## config.mk

```make
export PLATFORM = sky130hd
export DESIGN_NAME = perf_monitor_top
export DESIGN_NICKNAME = d
export VERILOG_FILES = /design/src/rtl/perf_pkg.sv /design/src/rtl/perf_event_decode.sv /design/src/rtl/perf_counter_bank.sv /design/src/rtl/perf_csr_port.sv /design/src/rtl/perf_monitor_top.sv
export SDC_FILE = /design/constraint.sdc
export NUM_CORES = 2
export LEC_CHECK = 0
export ABC_CLOCK_PERIOD_IN_PS = 4000
export BUFFER_PORTS_ARGS = -buffer_cell sky130_fd_sc_hd__buf_2
export CELL_PAD_IN_SITES_DETAIL_PLACEMENT = 1
export CELL_PAD_IN_SITES_GLOBAL_PLACEMENT = 2
export CORE_MARGIN = 4
export CORE_UTILIZATION = 44
export CTS_CLUSTER_SIZE = 16
export DETAILED_ROUTE_END_ITERATION = 7
export HOLD_SLACK_MARGIN = 0.12
export PLACE_DENSITY = 0.84
export SYNTH_ARGS = -nofsm -noshare
export SYNTH_HDL_FRONTEND = slang
export SYNTH_SLANG_ARGS = --single-unit
```

## constraint.sdc

```tcl
create_clock -name clk_i -period 4 [get_ports clk_i]
set_input_delay 1 -clock clk_i [delete_from_list [all_inputs] [get_ports clk_i]]
set_output_delay 1 -clock clk_i [all_outputs]
set_load 0.05 [all_outputs]
```

## src/rtl/perf_pkg.sv

```systemverilog
/*
 * perf_pkg: shared widths, event indices and types of the performance monitor
 */
package perf_pkg;

    // ----------------------------------------------------------------------
    // widths and counts
    // ----------------------------------------------------------------------
    localparam int unsigned NR_COMMIT_PORTS = 2;
    localparam int unsigned NR_EVENTS       = 14;

    typedef logic [63:0] counter_t;
    typedef logic [4:0]  csr_addr_t;
    typedef logic [4:0]  reg_idx_t;
    typedef logic [1:0]  incr_t;
    typedef incr_t [NR_EVENTS-1:0] event_incr_t;

    // link register used by the calling convention
    localparam reg_idx_t RA_REG = 5'd1;

    // ----------------------------------------------------------------------
    // event indices, also the register address of each counter
    // ----------------------------------------------------------------------
    localparam csr_addr_t EV_ICACHE_MISS = 5'd0;
    localparam csr_addr_t EV_DCACHE_MISS = 5'd1;
    localparam csr_addr_t EV_ITLB_MISS   = 5'd2;
    localparam csr_addr_t EV_DTLB_MISS   = 5'd3;
    localparam csr_addr_t EV_LOAD        = 5'd4;
    localparam csr_addr_t EV_STORE       = 5'd5;
    localparam csr_addr_t EV_CTRL_FLOW   = 5'd6;
    localparam csr_addr_t EV_CALL        = 5'd7;
    localparam csr_addr_t EV_RET         = 5'd8;
    localparam csr_addr_t EV_EXCEPTION   = 5'd9;
    localparam csr_addr_t EV_ERET        = 5'd10;
    localparam csr_addr_t EV_MISPREDICT  = 5'd11;
    localparam csr_addr_t EV_SB_FULL     = 5'd12;
    localparam csr_addr_t EV_IF_EMPTY    = 5'd13;

    // ----------------------------------------------------------------------
    // commit and event types
    // ----------------------------------------------------------------------
    typedef enum logic [1:0] {
        FU_ALU,
        FU_LOAD,
        FU_STORE,
        FU_CTRL_FLOW
    } fu_class_e;

    // jump kinds that tell calls and returns apart
    typedef enum logic [1:0] {
        OP_OTHER,
        OP_JAL,
        OP_JALR
    } op_class_e;

    typedef struct packed {
        logic      valid;
        fu_class_e fu;
        op_class_e op;
        reg_idx_t  rd;
    } commit_instr_t;

    typedef struct packed {
        logic icache_miss;
        logic dcache_miss;
        logic itlb_miss;
        logic dtlb_miss;
        logic exception;
        logic eret;
        logic mispredict;
        logic sb_full;
        logic if_empty;
    } misc_events_t;

endpackage

```

## src/rtl/perf_event_decode.sv

```systemverilog
/*
 * perf_event_decode: classifies commit ports and misc strobes into
 * a registered per-event increment vector
 */
`timescale 1ns/1ps

module perf_event_decode (
    input  logic                                                  clk_i,
    input  logic                                                  rst_ni,
    input  perf_pkg::commit_instr_t [perf_pkg::NR_COMMIT_PORTS-1:0] commit_i,
    input  perf_pkg::misc_events_t                                misc_i,
    output perf_pkg::event_incr_t                                 incr_o
);
    import perf_pkg::*;

    event_incr_t incr_d;
    event_incr_t incr_q;

    // ----------------------------------------------------------------------
    // classification
    // ----------------------------------------------------------------------
    always_comb begin
        incr_d = '0;

        // single strobes count once
        incr_d[EV_ICACHE_MISS] = {1'b0, misc_i.icache_miss};
        incr_d[EV_DCACHE_MISS] = {1'b0, misc_i.dcache_miss};
        incr_d[EV_ITLB_MISS]   = {1'b0, misc_i.itlb_miss};
        incr_d[EV_DTLB_MISS]   = {1'b0, misc_i.dtlb_miss};
        incr_d[EV_EXCEPTION]   = {1'b0, misc_i.exception};
        incr_d[EV_ERET]        = {1'b0, misc_i.eret};
        incr_d[EV_MISPREDICT]  = {1'b0, misc_i.mispredict};
        incr_d[EV_SB_FULL]     = {1'b0, misc_i.sb_full};
        incr_d[EV_IF_EMPTY]    = {1'b0, misc_i.if_empty};

        // both ports add, so an entry may reach two
        for (int unsigned p = 0; p < NR_COMMIT_PORTS; p++) begin
            if (commit_i[p].valid) begin
                if (commit_i[p].fu == FU_LOAD) begin
                    incr_d[EV_LOAD] = incr_d[EV_LOAD] + 2'd1;
                end
                if (commit_i[p].fu == FU_STORE) begin
                    incr_d[EV_STORE] = incr_d[EV_STORE] + 2'd1;
                end
                if (commit_i[p].fu == FU_CTRL_FLOW) begin
                    incr_d[EV_CTRL_FLOW] = incr_d[EV_CTRL_FLOW] + 2'd1;
                end
                // call writes the return address to x1
                if (commit_i[p].fu == FU_CTRL_FLOW && commit_i[p].op == OP_JAL &&
                        commit_i[p].rd == RA_REG) begin
                    incr_d[EV_CALL] = incr_d[EV_CALL] + 2'd1;
                end
                if (commit_i[p].op == OP_JALR && commit_i[p].rd == RA_REG) begin
                    incr_d[EV_RET] = incr_d[EV_RET] + 2'd1;
                end
            end
        end
    end

    // ----------------------------------------------------------------------
    // pipeline register, cuts the path from commit
    // ----------------------------------------------------------------------
    always_ff @(posedge clk_i or negedge rst_ni) begin
        if (!rst_ni) begin
            incr_q <= '0;
        end else begin
            incr_q <= incr_d;
        end
    end

    assign incr_o = incr_q;

    // misc strobes never add up beyond one
    a_misc_single: assert property (@(posedge clk_i) disable iff (!rst_ni)
        !(incr_o[EV_ICACHE_MISS][1] | incr_o[EV_DCACHE_MISS][1] |
          incr_o[EV_ITLB_MISS][1]   | incr_o[EV_DTLB_MISS][1]   |
          incr_o[EV_EXCEPTION][1]   | incr_o[EV_ERET][1]        |
          incr_o[EV_MISPREDICT][1]  | incr_o[EV_SB_FULL][1]     |
          incr_o[EV_IF_EMPTY][1]));

endmodule

```

## src/rtl/perf_counter_bank.sv

```systemverilog
/*
 * perf_counter_bank: 64-bit event counters, frozen in debug mode,
 * with a write port that overrides the addressed counter
 */
`timescale 1ns/1ps

module perf_counter_bank (
    input  logic                  clk_i,
    input  logic                  rst_ni,
    input  logic                  debug_mode_i,
    input  perf_pkg::event_incr_t incr_i,
    input  logic                  wr_i,
    input  perf_pkg::csr_addr_t   idx_i,
    input  perf_pkg::counter_t    wdata_i,
    output perf_pkg::counter_t    rdata_o
);
    import perf_pkg::*;

    counter_t [NR_EVENTS-1:0] cnt_d;
    counter_t [NR_EVENTS-1:0] cnt_q;

    // ----------------------------------------------------------------------
    // next count
    // ----------------------------------------------------------------------
    always_comb begin
        cnt_d = cnt_q;

        // no counting while the core is halted in debug
        if (!debug_mode_i) begin
            for (int unsigned e = 0; e < NR_EVENTS; e++) begin
                cnt_d[e] = cnt_q[e] + counter_t'(incr_i[e]);
            end
        end

        // write wins over a same-cycle increment
        if (wr_i) begin
            cnt_d[idx_i] = wdata_i;
        end
    end

    always_ff @(posedge clk_i or negedge rst_ni) begin
        if (!rst_ni) begin
            cnt_q <= '0;
        end else begin
            cnt_q <= cnt_d;
        end
    end

    // read returns the value before this edge's update
    assign rdata_o = cnt_q[idx_i];

    // range check lives in the register port
    a_wr_mapped: assert property (@(posedge clk_i) disable iff (!rst_ni)
        wr_i |-> (idx_i < csr_addr_t'(NR_EVENTS)));

endmodule

```

## src/rtl/perf_csr_port.sv

```systemverilog
/*
 * perf_csr_port: register-port decode, range qualification of writes
 * and registered read data with a one-cycle valid strobe
 */
`timescale 1ns/1ps

module perf_csr_port (
    input  logic                clk_i,
    input  logic                rst_ni,
    input  logic                req_i,
    input  logic                we_i,
    input  perf_pkg::csr_addr_t addr_i,
    input  perf_pkg::counter_t  wdata_i,
    output logic                bank_wr_o,
    output perf_pkg::csr_addr_t bank_idx_o,
    output perf_pkg::counter_t  bank_wdata_o,
    input  perf_pkg::counter_t  bank_rdata_i,
    output logic                rvalid_o,
    output perf_pkg::counter_t  rdata_o
);
    import perf_pkg::*;

    logic     mapped;
    logic     rd_req;
    logic     rvalid_q;
    counter_t rdata_q;

    // ----------------------------------------------------------------------
    // address decode
    // ----------------------------------------------------------------------
    assign mapped = (addr_i < csr_addr_t'(NR_EVENTS));
    assign rd_req = req_i & ~we_i;

    // unmapped writes are dropped here
    assign bank_wr_o    = req_i & we_i & mapped;
    assign bank_idx_o   = addr_i;
    assign bank_wdata_o = wdata_i;

    // ----------------------------------------------------------------------
    // read response
    // ----------------------------------------------------------------------
    always_ff @(posedge clk_i or negedge rst_ni) begin
        if (!rst_ni) begin
            rvalid_q <= 1'b0;
        end else begin
            rvalid_q <= rd_req;
        end
    end

    // unmapped reads return zero
    always_ff @(posedge clk_i) begin
        if (rd_req) begin
            rdata_q <= mapped ? bank_rdata_i : '0;
        end
    end

    assign rvalid_o = rvalid_q;
    assign rdata_o  = rdata_q;

    // one response per read, exactly one cycle later
    a_rvalid_timing: assert property (@(posedge clk_i) disable iff (!rst_ni)
        rvalid_o == $past(req_i && !we_i));

endmodule

```

## src/rtl/perf_monitor_top.sv

```systemverilog
/*
 * perf_monitor_top: event decode, counter bank and register port
 */
`timescale 1ns/1ps

module perf_monitor_top (
    input  logic                                                  clk_i,
    input  logic                                                  rst_ni,
    input  logic                                                  debug_mode_i,
    input  perf_pkg::commit_instr_t [perf_pkg::NR_COMMIT_PORTS-1:0] commit_i,
    input  perf_pkg::misc_events_t                                misc_i,
    input  logic                                                  req_i,
    input  logic                                                  we_i,
    input  perf_pkg::csr_addr_t                                   addr_i,
    input  perf_pkg::counter_t                                    wdata_i,
    output logic                                                  rvalid_o,
    output perf_pkg::counter_t                                    rdata_o
);
    import perf_pkg::*;

    event_incr_t incr;
    logic        bank_wr;
    csr_addr_t   bank_idx;
    counter_t    bank_wdata;
    counter_t    bank_rdata;

    perf_event_decode u_event_decode (
        .clk_i    (clk_i),
        .rst_ni   (rst_ni),
        .commit_i (commit_i),
        .misc_i   (misc_i),
        .incr_o   (incr)
    );

    perf_counter_bank u_counter_bank (
        .clk_i        (clk_i),
        .rst_ni       (rst_ni),
        .debug_mode_i (debug_mode_i),
        .incr_i       (incr),
        .wr_i         (bank_wr),
        .idx_i        (bank_idx),
        .wdata_i      (bank_wdata),
        .rdata_o      (bank_rdata)
    );

    perf_csr_port u_csr_port (
        .clk_i        (clk_i),
        .rst_ni       (rst_ni),
        .req_i        (req_i),
        .we_i         (we_i),
        .addr_i       (addr_i),
        .wdata_i      (wdata_i),
        .bank_wr_o    (bank_wr),
        .bank_idx_o   (bank_idx),
        .bank_wdata_o (bank_wdata),
        .bank_rdata_i (bank_rdata),
        .rvalid_o     (rvalid_o),
        .rdata_o      (rdata_o)
    );

endmodule

```

==> reports/metrics.yaml <==
synth-edff-count: 64
rows: 135
max_freq_mhz: 306
critPathBufInv: 1
synth_nets: 6769
min-delay-path-class: "in2async"
port_buffers: 167
antenna_found_initial: 6
ys_seq_elements: 980
leakage_uw: 0.0265
slowest_stage: "or3_1"
rsz0062_at_grt: "false"
grt_pass1_wl_um: 359000
post-cts-setup-buffers: 0
grt_pass1_vias: 54300
finalSetupTns_ns: 0
die_area_um2: 143000
place_ws_ns: 0.335
crit_fanout: 19
yosys_warnings: 0
cap_viol_max_count: 0
tightest_slew_ns: 1.30
synthFlopType: "dfrtp_1"
ios: 168
status: "complete, no violations"
r2r_cells: 9
dp_hpwl_um: 184000
drive_above_1_share: 0.134
max_stage_delay_ns: 0.72
postRouteAntennaNets: 0
vias: 53500
die_h_um: 378
worst_slack_ns: 0.731
synth_area_um2: 60200
r2r-start: "u_counter_bank.cnt_q[320]$_DFF_PN0_"
cts_tree: "yes"
slew_headroom: 0.123
skew_ns: 0.0245
timing.final.hold_violations: 0
peakVddDrop_uv: 341
hold_buffers: 0
maxSlewViolCount: 0
fin_nets: 6872
synth.yosys.seq_area_share: 0.413
track_usage: 0.336
vias_per_cell: 6.22
regToRegSetupSlack_ns: 0.73
synth_cell_types: 64
cts_root_buf: "clkbuf_16"
die_w_um: 378
crit_arrival_ns: 3.86
areaGrowthSynthToFinish_pct: 13.3
grt_overflow: 0
clkLatencyLatePin_ns: 0.75
start_util: 0.444
path_class: "reg2reg"
worst-endpoint-required_ns: 4.59
clock-sinks: 980
cts_resized: 0
p_per_area_nw_per_um2: 470
cp-start-kind: "flop"
core_area_um2: 136000
avgSynthCellArea_um2: 9.08
path_clk_slew_ns: 0.06
cp_cell_sequence: "ha_1, inv_1, fa_1, nor3b_1, nand3_1, or3_1, nor4_1, xnor2_1, a21oi_1"
numCtsBuffers: 118
setup_viol: 0
reg2reg_to: "u_counter_bank.cnt_q[362]$_DFF_PN0_"
wl_um: 242000
synth-async-reset-ratio: 0.935
avgRoutedWirePerCell_um: 28.1
cp-end-kind: "flop"
grt_max_degree: 108
drc: 0
period_share: 0.817
period_needed_ns: 3.27
nFillCells: 15500
drt-initial-drc-count: 5416
crit_family: "simple AND/OR/NAND/NOR gates"
firstDrtPassIters: 5
gp_congestion: 0.990
htreeDepth: 3
clk_path_buf_depth: 3
synthCells: 6628
[report_power, final]
| part | switching, uW | total, uW | internal, uW |
|---|---|---|---|
| clock | 4640 | 11600 | 6930 |
| sequential | 2770 | 14500 | 11800 |
| combinational | 3180 | 5940 | 2760 |
[metal layers]
layer / vias to the layer above / track usage / share of wire
li1: 23600 / - / -
met1: 27500 / 0.479 / 0.44
met2: 1974 / 0.515 / 0.44
met3: 400 / 0.0485 / 0.071
met4: 2 / 0.137 / 0.044
met5: - / 0 / 0.000054
[flip-flops by register name (all words and copies together), names as in the netlist]
| name | flops |
|---|---|
| u_event_decode.incr_o | 19 |
| u_counter_bank.cnt_q | 896 |
| u_csr_port.rdata_o | 64 |
| u_csr_port.rvalid_o | 1 |
[cells by family (layout without fill, tap and decap cells)]
| group | Yosys count | in the layout | synth area share |
|---|---|---|---|
| xor gates and xnor gates | 850 | 850 | 0.124 |
| muxes | 357 | 357 | 0.101 |
| DFF | 980 | 980 | 0.413 |
| and+or+nand+nor | 2910 | 2910 | 0.235 |
| AOI/OAI and AO/OA | 977 | 977 | 0.0861 |
| buffers and inverters | 516 | 714 | 0.0328 |
| other | 0 | 2 | 0 |
| adders and majority gates | 38 | 38 | 0.00853 |
[worst register-to-register path, cell delays in order (launching register included)]
cell     delay [ns]
dfrtp_1        0.37
ha_1           0.17
inv_1          0.05
fa_1           0.41
nor3b_1        0.39
nand3_1        0.22
or3_1          0.72
nor4_1         0.48
xnor2_1        0.19
a21oi_1        0.11
[how the worst max path moves through the flow]
| stage | from | to | depth (start not counted) |
|---|---|---|---|
| after floorplan | addr_i[0] | u_csr_port.rdata_o[13]$_SDFFCE_PP0P_ | 8 |
| after global placement | debug_mode_i | u_counter_bank.cnt_q[312]$_DFF_PN0_ | 9 |
| after detailed placement | debug_mode_i | u_counter_bank.cnt_q[312]$_DFF_PN0_ | 9 |
| after CTS | u_counter_bank.cnt_q[320]$_DFF_PN0_ | u_counter_bank.cnt_q[362]$_DFF_PN0_ | 9 |
| after global routing | u_counter_bank.cnt_q[320]$_DFF_PN0_ | u_counter_bank.cnt_q[362]$_DFF_PN0_ | 9 |
| final | u_counter_bank.cnt_q[320]$_DFF_PN0_ | u_counter_bank.cnt_q[362]$_DFF_PN0_ | 9 |
[cell type report]
class                   count  area [um2]  area share
multi-input cells        5132       33500       0.491
well taps                1781        2230      0.0327
flip-flops and latches    980       24800       0.364
clock inverters            46         648     0.00950
diodes                      2        5.00   0.0000734
clock buffers             169        3430      0.0503
repair buffers            399        3150      0.0462
inverters                 100         375     0.00550
[cell usage in the layout (no fill, tap or decap), types with 100 or more instances in the layout]
cell	count
a21oi_1	495
and3_1	175
buf_2	161
buf_4	192
clkbuf_16	121
dfrtp_1	916
inv_1	100
mux4_2	191
nand2_1	707
nand3_1	363
nand4_1	237
nor2_1	836
nor3_1	173
nor4_1	111
o21ai_0	394
xnor2_1	467
xor2_1	383
[through the flow]
step	std cells	hold slack, ns	area, um2	util	power [uW]
6_report	8609	0.234	68200	0.503	32000
2_1_floorplan	6628	0.529	60200	-	17400
3_5_place_dp	8392	0.562	64100	0.473	20300
5_1_grt	8608	0.274	68200	0.503	33300
3_3_place_gp	8392	0.553	64100	0.473	20000
4_1_cts	8607	0.244	68200	0.503	32000
[Yosys cell counts, types with 42 or more instances]
cell | n | area, um2
nor2_1 | 838 | 3150
edfxtp_1 | 64 | 1920
nand4_1 | 237 | 1480
and3_1 | 178 | 1110
dfrtp_1 | 916 | 22900
nor3_1 | 177 | 886
nand3_1 | 364 | 1820
buf_1 | 54 | 203
o21ai_0 | 394 | 1970
and2_1 | 42 | 263
inv_1 | 100 | 375
a21oi_1 | 495 | 2480
xor2_1 | 383 | 3350
xnor2_1 | 467 | 4090
mux4_2 | 191 | 4300
mux2_2 | 77 | 867
mux2i_1 | 88 | 881
clkbuf_1 | 343 | 1290
and4_1 | 73 | 639
nand2_1 | 713 | 2680
nor4_1 | 113 | 707
a221oi_1 | 64 | 561
Note: power is estimated with default switching activity, not from simulation.
